[src/logic/periph_pkg.sv]
/*
 * Shared definitions for the AHB peripheral subsystem
 * Bus and field widths, timer register map, AHB size and transfer codes,
 * and the byte-lane view of a data word
 */
package periph_pkg;

  // ------------------------------
  // Widths
  // ------------------------------
  localparam int ADDR_W = 16;  // AHB address
  localparam int DATA_W = 32;  // AHB and APB data
  localparam int SLOT_W = 4;   // Slot select from HADDR[15:12]
  localparam int REG_W  = 10;  // Word offset from HADDR[11:2]

  // ------------------------------
  // Timer register map
  // ------------------------------
  localparam logic [REG_W-1:0] REG_CTRL    = 10'd0;  // [0] enable, [3] irq enable
  localparam logic [REG_W-1:0] REG_VALUE   = 10'd1;  // Current count
  localparam logic [REG_W-1:0] REG_RELOAD  = 10'd2;  // Reload value
  localparam logic [REG_W-1:0] REG_INTSTAT = 10'd3;  // [0] flag, write 1 to clear

  // AHB codes
  localparam logic [2:0] HSIZE_BYTE    = 3'b000;
  localparam logic [2:0] HSIZE_HALF    = 3'b001;
  localparam logic [2:0] HSIZE_WORD    = 3'b010;
  localparam logic [1:0] HTRANS_NONSEQ = 2'b10;  // Bit 1 also set for SEQ

  // One data word seen as four bytes or as two halfwords
  typedef union packed {
    struct packed {
      logic [7:0] b3;  // Most significant lane
      logic [7:0] b2;
      logic [7:0] b1;
      logic [7:0] b0;
    } bytes;
    struct packed {
      logic [15:0] hi;
      logic [15:0] lo;
    } halves;
  } word_lanes_u;

endpackage

[src/logic/ahb_endian_swap.sv]
/*
 * Big-endian byte-lane swap between the AHB bus and the bridge
 * Swap control captured in the address phase, applied to both data paths
 */
module ahb_endian_swap #(
  parameter int BIG_ENDIAN = 0
) (
  input  logic                          HCLK,
  input  logic                          HRESETn,
  input  logic                          i_accept,    // Address phase accepted
  input  logic [2:0]                    i_hsize,
  input  logic [periph_pkg::DATA_W-1:0] i_hwdata,    // From the bus
  input  logic [periph_pkg::DATA_W-1:0] i_rdata_le,  // From the bridge
  output logic [periph_pkg::DATA_W-1:0] o_wdata_le,  // To the bridge
  output logic [periph_pkg::DATA_W-1:0] o_hrdata     // To the bus
);
  import periph_pkg::*;

  logic [1:0] swap_q;    // [1] swap halves, [0] swap bytes in each half
  logic [1:0] swap_nxt;

  // Lane swap through the union views
  function automatic logic [DATA_W-1:0] lane_swap(input logic [DATA_W-1:0] w,
                                                  input logic [1:0]        ctrl);
    word_lanes_u v;
    word_lanes_u t;
    v = w;
    t = v;
    if (ctrl[0])  // Bytes within each half
      t.bytes = {v.bytes.b2, v.bytes.b3, v.bytes.b0, v.bytes.b1};
    v = t;
    if (ctrl[1])  // Upper and lower halves
      t.halves = {v.halves.lo, v.halves.hi};
    return t;
  endfunction

  // Word reverses all four bytes, halfword only inside each half
  always_comb
  begin
    case (i_hsize)
      HSIZE_WORD: swap_nxt = 2'b11;
      HSIZE_HALF: swap_nxt = 2'b01;
      HSIZE_BYTE: swap_nxt = 2'b00;  // Byte lanes already line up
      default:    swap_nxt = 2'b00;
    endcase
    if (BIG_ENDIAN == 0)
      swap_nxt = 2'b00;  // Little endian keeps the lanes as they are
  end

  // Held for the whole data phase
  always_ff @(posedge HCLK or negedge HRESETn)
  begin
    if (!HRESETn)
      swap_q <= 2'b00;
    else if (i_accept)
      swap_q <= swap_nxt;
  end

  assign o_wdata_le = lane_swap(i_hwdata, swap_q);
  assign o_hrdata   = lane_swap(i_rdata_le, swap_q);

endmodule

[src/logic/ahb_apb_bridge.sv]
/*
 * AHB-lite to APB bridge
 * Idle, setup and access FSM, slot decode into a one-hot PSEL,
 * registered read data returned in the cycle after the access phase
 */
module ahb_apb_bridge #(
  parameter int NUM_TIMERS = 4
) (
  input  logic                          HCLK,
  input  logic                          HRESETn,
  input  logic                          i_hsel,
  input  logic [periph_pkg::ADDR_W-1:0] i_haddr,
  input  logic [1:0]                    i_htrans,
  input  logic                          i_hwrite,
  input  logic [2:0]                    i_hsize,
  input  logic                          i_hready,
  input  logic [periph_pkg::DATA_W-1:0] i_wdata_le,  // Data phase write data
  input  logic [periph_pkg::DATA_W-1:0] i_prdata,    // Selected slot read data
  output logic                          o_accept,
  output logic                          o_hreadyout,
  output logic [periph_pkg::DATA_W-1:0] o_rdata_le,
  output logic [NUM_TIMERS-1:0]         o_psel,
  output logic [periph_pkg::REG_W-1:0]  o_paddr,
  output logic                          o_penable,
  output logic                          o_pwrite,
  output logic [periph_pkg::DATA_W-1:0] o_pwdata,
  output logic [periph_pkg::SLOT_W-1:0] o_slot
);
  import periph_pkg::*;

  // FSM encoding
  localparam logic [1:0] ST_IDLE   = 2'd0;
  localparam logic [1:0] ST_SETUP  = 2'd1;
  localparam logic [1:0] ST_ACCESS = 2'd2;

  logic [1:0]        state_q;
  logic [1:0]        state_nxt;
  logic [REG_W-1:0]  addr_q;   // Register offset of the transfer
  logic [SLOT_W-1:0] slot_q;   // Slot of the transfer
  logic              write_q;
  logic [DATA_W-1:0] rdata_q;
  logic              in_xfer;  // Setup or access phase

  // NONSEQ or SEQ with the bus ready
  assign o_accept = i_hsel & i_hready & ((i_htrans & HTRANS_NONSEQ) != 2'b00);

  // ------------------------------
  // FSM
  // ------------------------------
  always_comb
  begin
    state_nxt = state_q;
    case (state_q)
      ST_IDLE:
        if (o_accept)
          state_nxt = ST_SETUP;
      ST_SETUP:  state_nxt = ST_ACCESS;
      ST_ACCESS: state_nxt = ST_IDLE;  // No wait states from any slot
      default:   state_nxt = ST_IDLE;
    endcase
  end

  always_ff @(posedge HCLK or negedge HRESETn)
  begin
    if (!HRESETn)
    begin
      state_q <= ST_IDLE;
      write_q <= 1'b0;
    end
    else
    begin
      state_q <= state_nxt;
      if (state_q == ST_IDLE && o_accept)
        write_q <= i_hwrite;
    end
  end

  // Address phase capture
  always_ff @(posedge HCLK)
  begin
    if (state_q == ST_IDLE && o_accept)
    begin
      addr_q <= i_haddr[REG_W+1:2];
      slot_q <= i_haddr[ADDR_W-1 -: SLOT_W];
    end
  end

  // Read data sampled at the end of the access phase
  always_ff @(posedge HCLK)
  begin
    if (state_q == ST_ACCESS && !write_q)
      rdata_q <= i_prdata;
  end

  assign in_xfer = (state_q == ST_SETUP) || (state_q == ST_ACCESS);

  // Slots without a timer select nothing
  always_comb
  begin
    o_psel = '0;
    for (int i = 0; i < NUM_TIMERS; i++)
      o_psel[i] = in_xfer && (slot_q == SLOT_W'(i));
  end

  assign o_hreadyout = (state_q == ST_IDLE);    // Low for setup and access
  assign o_penable   = (state_q == ST_ACCESS);
  assign o_pwrite    = write_q;
  assign o_paddr     = addr_q;
  assign o_pwdata    = i_wdata_le;  // HWDATA is stable while stalled
  assign o_slot      = slot_q;
  assign o_rdata_le  = rdata_q;

  // The bus holds HREADY low until the current transfer completes
  a_accept_idle: assert property (@(posedge HCLK) disable iff (!HRESETn)
    o_accept |-> state_q == ST_IDLE);

  // Timers have no byte strobes so every write covers the whole word
  a_word_write: assert property (@(posedge HCLK) disable iff (!HRESETn)
    o_accept && i_hwrite |-> i_hsize == HSIZE_WORD);

endmodule

[src/logic/apb_timer.sv]
/*
 * Down-counting APB timer
 * Control, value, reload and interrupt status registers, level interrupt
 */
module apb_timer (
  input  logic                          HCLK,
  input  logic                          HRESETn,
  input  logic                          i_psel,
  input  logic [periph_pkg::REG_W-1:0]  i_paddr,
  input  logic                          i_penable,
  input  logic                          i_pwrite,
  input  logic [periph_pkg::DATA_W-1:0] i_pwdata,
  output logic [periph_pkg::DATA_W-1:0] o_prdata,
  output logic                          o_irq
);
  import periph_pkg::*;

  logic              ctrl_en;   // Count enable
  logic              ctrl_ie;   // Interrupt enable
  logic [DATA_W-1:0] value_q;
  logic [DATA_W-1:0] reload_q;
  logic              int_flag;
  logic              wr_en;     // Write in the access phase
  logic              wrap;      // Count at zero while running

  assign wr_en = i_psel & i_penable & i_pwrite;
  assign wrap  = ctrl_en && (value_q == '0) && !(wr_en && i_paddr == REG_VALUE);

  // ------------------------------
  // Registers
  // ------------------------------
  always_ff @(posedge HCLK or negedge HRESETn)
  begin
    if (!HRESETn)
    begin
      ctrl_en  <= 1'b0;
      ctrl_ie  <= 1'b0;
      reload_q <= '0;
    end
    else if (wr_en)
    begin
      if (i_paddr == REG_CTRL)
      begin
        ctrl_en <= i_pwdata[0];
        ctrl_ie <= i_pwdata[3];
      end
      if (i_paddr == REG_RELOAD)
        reload_q <= i_pwdata;
    end
  end

  // Counter, a bus write wins over counting
  always_ff @(posedge HCLK or negedge HRESETn)
  begin
    if (!HRESETn)
      value_q <= '0;
    else if (wr_en && i_paddr == REG_VALUE)
      value_q <= i_pwdata;
    else if (wrap)
      value_q <= reload_q;  // Restart from reload
    else if (ctrl_en)
      value_q <= value_q - 1'b1;
  end

  // Interrupt flag, a new wrap wins over a clear
  always_ff @(posedge HCLK or negedge HRESETn)
  begin
    if (!HRESETn)
      int_flag <= 1'b0;
    else if (wrap)
      int_flag <= 1'b1;
    else if (wr_en && i_paddr == REG_INTSTAT && i_pwdata[0])
      int_flag <= 1'b0;
  end

  // Read mux, sampled by the bridge in the access phase
  always_comb
  begin
    case (i_paddr)
      REG_CTRL:    o_prdata = {{(DATA_W-4){1'b0}}, ctrl_ie, 2'b00, ctrl_en};
      REG_VALUE:   o_prdata = value_q;
      REG_RELOAD:  o_prdata = reload_q;
      REG_INTSTAT: o_prdata = {{(DATA_W-1){1'b0}}, int_flag};
      default:     o_prdata = '0;  // Unused offsets
    endcase
  end

  assign o_irq = int_flag & ctrl_ie;  // Masked level

  // Every access phase to this timer follows its own setup phase
  a_apb_setup: assert property (@(posedge HCLK) disable iff (!HRESETn)
    i_psel && i_penable |-> $past(i_psel && !i_penable));

endmodule

[src/logic/apb_return_collector.sv]
/*
 * APB return path
 * Read data mux by slot and optional two-flop interrupt synchronizers
 */
module apb_return_collector #(
  parameter int NUM_TIMERS = 4,
  parameter int SYNC_IRQ   = 0
) (
  input  logic                                          HCLK,
  input  logic                                          HRESETn,
  input  logic [periph_pkg::SLOT_W-1:0]                 i_slot,        // From the bridge
  input  logic [NUM_TIMERS-1:0][periph_pkg::DATA_W-1:0] i_prdata_all,  // One word per timer
  input  logic [NUM_TIMERS-1:0]                         i_irq,
  output logic [periph_pkg::DATA_W-1:0]                 o_prdata,
  output logic [NUM_TIMERS-1:0]                         o_timer_irq
);
  import periph_pkg::*;

  // Slots without a timer read zero
  always_comb
  begin
    o_prdata = '0;
    for (int i = 0; i < NUM_TIMERS; i++)
      if (i_slot == SLOT_W'(i))
        o_prdata = i_prdata_all[i];
  end

  // ------------------------------
  // Interrupt outputs
  // ------------------------------
  generate
    if (SYNC_IRQ != 0)
    begin : g_sync
      logic [NUM_TIMERS-1:0] meta_q;  // First stage
      logic [NUM_TIMERS-1:0] sync_q;  // Second stage

      always_ff @(posedge HCLK or negedge HRESETn)
      begin
        if (!HRESETn)
        begin
          meta_q <= '0;
          sync_q <= '0;
        end
        else
        begin
          meta_q <= i_irq;
          sync_q <= meta_q;
        end
      end

      assign o_timer_irq = sync_q;  // Two cycles behind the timers
    end
    else
    begin : g_direct
      assign o_timer_irq = i_irq;   // Same clock, no delay
    end
  endgenerate

endmodule

[src/logic/periph_subsystem.sv]
/*
 * Peripheral subsystem top level
 * Endian swap, AHB to APB bridge, timer array and return collector
 */
module periph_subsystem #(
  parameter int NUM_TIMERS = 4,  // 1 to 15
  parameter int BIG_ENDIAN = 0,
  parameter int SYNC_IRQ   = 0
) (
  input  logic                          HCLK,
  input  logic                          HRESETn,
  input  logic                          i_hsel,
  input  logic [periph_pkg::ADDR_W-1:0] i_haddr,
  input  logic [1:0]                    i_htrans,
  input  logic                          i_hwrite,
  input  logic [2:0]                    i_hsize,
  input  logic                          i_hready,
  input  logic [periph_pkg::DATA_W-1:0] i_hwdata,
  output logic                          o_hreadyout,
  output logic [periph_pkg::DATA_W-1:0] o_hrdata,
  output logic [NUM_TIMERS-1:0]         o_timer_irq
);
  import periph_pkg::*;

  logic                              accept;
  logic [DATA_W-1:0]                 wdata_le;    // Little-endian write data
  logic [DATA_W-1:0]                 rdata_le;    // Little-endian read data
  logic [NUM_TIMERS-1:0]             psel;
  logic [REG_W-1:0]                  paddr;
  logic                              penable;
  logic                              pwrite;
  logic [DATA_W-1:0]                 pwdata;
  logic [SLOT_W-1:0]                 slot;
  logic [NUM_TIMERS-1:0][DATA_W-1:0] prdata_all;
  logic [NUM_TIMERS-1:0]             irq;         // Raw timer interrupts
  logic [DATA_W-1:0]                 prdata;

  ahb_endian_swap #(.BIG_ENDIAN(BIG_ENDIAN)) u_swap (
    .HCLK(HCLK), .HRESETn(HRESETn), .i_accept(accept), .i_hsize(i_hsize),
    .i_hwdata(i_hwdata), .i_rdata_le(rdata_le),
    .o_wdata_le(wdata_le), .o_hrdata(o_hrdata)
  );

  ahb_apb_bridge #(.NUM_TIMERS(NUM_TIMERS)) u_bridge (
    .HCLK(HCLK), .HRESETn(HRESETn), .i_hsel(i_hsel), .i_haddr(i_haddr),
    .i_htrans(i_htrans), .i_hwrite(i_hwrite), .i_hsize(i_hsize), .i_hready(i_hready),
    .i_wdata_le(wdata_le), .i_prdata(prdata),
    .o_accept(accept), .o_hreadyout(o_hreadyout), .o_rdata_le(rdata_le),
    .o_psel(psel), .o_paddr(paddr), .o_penable(penable), .o_pwrite(pwrite),
    .o_pwdata(pwdata), .o_slot(slot)
  );

  // One timer per slot, shared APB address and data
  for (genvar t = 0; t < NUM_TIMERS; t++)
  begin : g_timer
    apb_timer u_timer (
      .HCLK(HCLK), .HRESETn(HRESETn), .i_psel(psel[t]), .i_paddr(paddr),
      .i_penable(penable), .i_pwrite(pwrite), .i_pwdata(pwdata),
      .o_prdata(prdata_all[t]), .o_irq(irq[t])
    );
  end

  apb_return_collector #(.NUM_TIMERS(NUM_TIMERS), .SYNC_IRQ(SYNC_IRQ)) u_collector (
    .HCLK(HCLK), .HRESETn(HRESETn), .i_slot(slot), .i_prdata_all(prdata_all),
    .i_irq(irq), .o_prdata(prdata), .o_timer_irq(o_timer_irq)
  );

endmodule

[config.mk]
export PLATFORM = sky130hd
export DESIGN_NAME = periph_subsystem
export DESIGN_NICKNAME = d
export VERILOG_FILES = /design/src/logic/periph_pkg.sv /design/src/logic/ahb_endian_swap.sv /design/src/logic/ahb_apb_bridge.sv /design/src/logic/apb_timer.sv /design/src/logic/apb_return_collector.sv /design/src/logic/periph_subsystem.sv
export SDC_FILE = /design/constraint.sdc
export NUM_CORES = 1
export LEC_CHECK = 0
export BUFFER_PORTS_ARGS = -buffer_cell sky130_fd_sc_hd__buf_2
export CORE_MARGIN = 5
export CORE_UTILIZATION = 30
export CTS_BUF_LIST = sky130_fd_sc_hd__clkbuf_4 sky130_fd_sc_hd__clkbuf_8
export CTS_CLUSTER_DIAMETER = 200
export CTS_CLUSTER_SIZE = 40
export DETAILED_ROUTE_END_ITERATION = 10
export GPL_ROUTABILITY_DRIVEN = 0
export SYNTH_ARGS = -nofsm -noshare
export SYNTH_HDL_FRONTEND = slang
export SYNTH_HIERARCHICAL = 1
export SYNTH_SLANG_ARGS = --single-unit
[constraint.sdc]
create_clock -name HCLK -period 8.2 [get_ports HCLK]
set_input_delay 0.82 -clock HCLK [delete_from_list [all_inputs] [get_ports HCLK]]
set_output_delay 0.82 -clock HCLK [all_outputs]
set_load 0.02 [all_outputs]
==> results.toml <==
[run_status]
outcome = "complete, no violations"

[yosys]
synth_ff_type = "dfrtp_1"
muxShareOfSynthArea_pct = 12.55
synthXorXnorAreaFrac_pct = 3.140
syn_area_um2 = 19800
ys_seq_area_share_pct = 41.22
syn_avg_cell_area_um2 = 9.961
synth_nets = 2053
synthCells = 1988
synthAdderAreaFrac_pct = 0.4423
synth-simple-area-share_pct = 17.13
ys_types = 69
ys_warn_count = 6
synthArstFlopShare_pct = 85.49
synth-compound-area-share_pct = 17.36
synth_edf_count = 46
synth_top_family_by_area = "compound AO/OA/AOI/OAI gates"
ys_ff_latch = 317

[power]
ir_drop_mv = 0.1040
powerDensity_nw_per_um2 = 125.9
power.total_mw = 2.564
leakagePower_nw = 7.781

[global_route]
grt_pass1_wl_mm = 95.36
track_usage_pct = 16.78
grt_max_degree = 84
grt-ovfl-total = 0
antenna_found_initial = 11
grt_pass1_vias = 15290

[clock_network]
cts_resized = 0
cts-root-buf = "clkbuf_8"
htreeDepth = 1
clk_path_buf_depth = 3
path_clk_slew_ns = 0.25
clkLatencyLatePin_ns = 0.61
cts_hold_buf = 0
cts_tree = "yes"
cts_inserted_buffers = 11
cts_num_sinks = 317
cts_setup_buffers = 0

[timing]
slew-limit-headroom_pct = 15.40
period_share_pct = 44.22
period_needed_ns = 3.626
tns_ns = 0
drv_slew = 0
fin_ws_ns = 4.574
skew_ns = 0.03087
rsz0062_at_grt = "no"
setup_viol = 0
final_hold_viol_count = 0
fmax_mhz = 275.8
worstMarginPinSlew_ns = 1.269

[setup_path]
crit_end = "g_timer[0].u_timer/value_q[27]"
r2r_end = "g_timer[0].u_timer/value_q[27]"
path_depth = 7
r2r-start = "u_bridge/o_slot[1]"
crit_required_ns = 8.77
slowest_stage = "edfxtp_1"
arrival_ns = 4.19
crit_family = "simple AND/OR/NAND/NOR gates"
ff2ff_setup_slack_ns = 4.57
critPathKind = "flop to flop"
ff2ff_path_depth = 7
path_max_fanout = 35
path_buf_inv = 1
cp-startpoint = "u_bridge/o_slot[1]"
max_stage_delay_ns = 1.25
crit_path_end_kind = "flop"
crit_path_start_kind = "flop"
crit_path_cell_trace = "nor4bb_1 > and4_1 > nand4b_1 > buf_4 > nand2_1 > nor2_2 > a221o_1"

[cells_and_area]
fillers = 6840
final_util_pct = 31.04
multi_input_area_um2 = 10070
nets = 1931
seqCellArea_um2 = 8163
area_growth_pct = 2.875
drive_above_1_share_pct = 16.63
mostFrequentLayoutCells = "271 x dfrtp_1, 127 x mux2_2, 120 x a22o_1, 104 x mux2i_1, 100 x a21oi_1"
final_common_cell = "dfrtp_1"

[floorplan]
core_area_um2 = 65630
die_w_um = 266.9
die_h_um = 266.9
placementRows = 94
dieArea_um2 = 71250
start_util_pct = 30.17
ios = 95

[route]
drt-total-wl_mm = 63.01
drt-initial-drc-count = 1716
route.detailed.drc = 0
first_pass_iters = 8
vias = 15840
viasPerCell = 5.787
postRouteAntennaNets = 0
wl_per_cell_um = 23.01

[place]
io_buffers = 88
dp_hpwl_mm = 44.42
place_ws_ns = 4.670

[run]
drv_cap = 0

[worst_hold_path]
hold_path_class = "input pin to async pin"
-- cell families after synthesis --
group / after synthesis
flops: 317
fa+ha+maj: 7
xor+xnor: 71
simple gates: 555
mux: 232
compound gates: 510
buf+inv: 296
-- report_power, final --
part / internal [mW] / switching [mW]
registers: 1.65 / 0.0354
logic: 0.0685 / 0.174
clock network: 0.151 / 0.490
-- Yosys cell counts, drive strengths merged (27+ instances only) --
| master | instances | area, µm² |
|---|---|---|
| dfrtp | 271 | 6782 |
| buf | 156 | 1089 |
| mux2 | 128 | 1445 |
| o21ai | 122 | 610.6 |
| a22o | 120 | 1051 |
| mux2i | 104 | 1041 |
| clkbuf | 101 | 379.1 |
| a21oi | 100 | 500.5 |
| nor3 | 86 | 476.7 |
| nor3b | 84 | 630.6 |
| nor2 | 75 | 284.0 |
| nand2 | 74 | 277.8 |
| nor4 | 58 | 480.5 |
| edfxtp | 46 | 1381 |
| o22ai | 43 | 269.0 |
| inv | 39 | 146.4 |
| xnor2 | 37 | 324.1 |
| xor2 | 34 | 297.8 |
| or4 | 27 | 214.0 |
-- layer usage --
layer	global-route usage, %	routed length (µm)	vias to the layer above
li1	-	-	7125
met1	23.41	26840	8023
met2	28.06	30330	628
met3	2.627	4899	66
met4	2.935	928	2
met5	0	13	-
-- how the worst min path moves through the flow --
stage                                startpoint                       endpoint  depth (start not counted)  slack (ns)
global placement            u_bridge/state_q[0]            u_bridge/state_q[0]                          1        0.50
global route                            HRESETn    g_timer[3].u_timer/int_flag                          1        0.20
finish                                  HRESETn    g_timer[3].u_timer/int_flag                          1        0.20
floorplan           g_timer[0].u_timer/int_flag    g_timer[0].u_timer/int_flag                          2        0.49
CTS                                     HRESETn  g_timer[0].u_timer/value_q[0]                          1        0.19
detailed placement   g_timer[1].u_timer/ctrl_ie     g_timer[1].u_timer/ctrl_ie                          1        0.52
-- final cells by class --
cell class,count,share of cell area (%)
Clock buffer,16,0.9274
Timing Repair Buffer,122,3.464
Antenna cell,4,0.04913
Tap cell,864,5.306
Sequential cell,317,40.07
Inverter,39,0.7186
Multi-Input combinational cell,1375,49.44
Clock inverter,1,0.02457
-- metrics by stage --
stage / hold WS [ns] / instances / cell area (µm²)
3_5_place_dp: 0.5187 / 2717 / 20170
2_1_floorplan: 0.4850 / 1988 / 19800
3_3_place_gp: 0.5028 / 2717 / 20170
4_1_cts: 0.1943 / 2734 / 20360
6_report: 0.1956 / 2738 / 20370
5_1_grt: 0.2007 / 2738 / 20370
-- state kept, by name, summed over array words and instances, names as in the netlist --
name / cells
u_bridge/o_pwrite: 1
u_bridge/o_paddr: 10
u_bridge/o_rdata_le: 32
g_timer.u_timer/reload_q: 128
u_bridge/o_slot: 4
g_timer.u_timer/int_flag: 4
g_timer.u_timer/ctrl_ie: 4
g_timer.u_timer/ctrl_en: 4
u_bridge/state_q: 2
g_timer.u_timer/value_q: 128
-- worst reg2reg max path, cell delays in order (launching register included) --
cell	delay, ns
edfxtp_1	1.25
nor4bb_1	0.20
and4_1	0.31
nand4b_1	0.12
buf_4	0.36
nand2_1	0.61
nor2_2	0.55
a221o_1	0.21
Power figures use the tool's default switching activity.
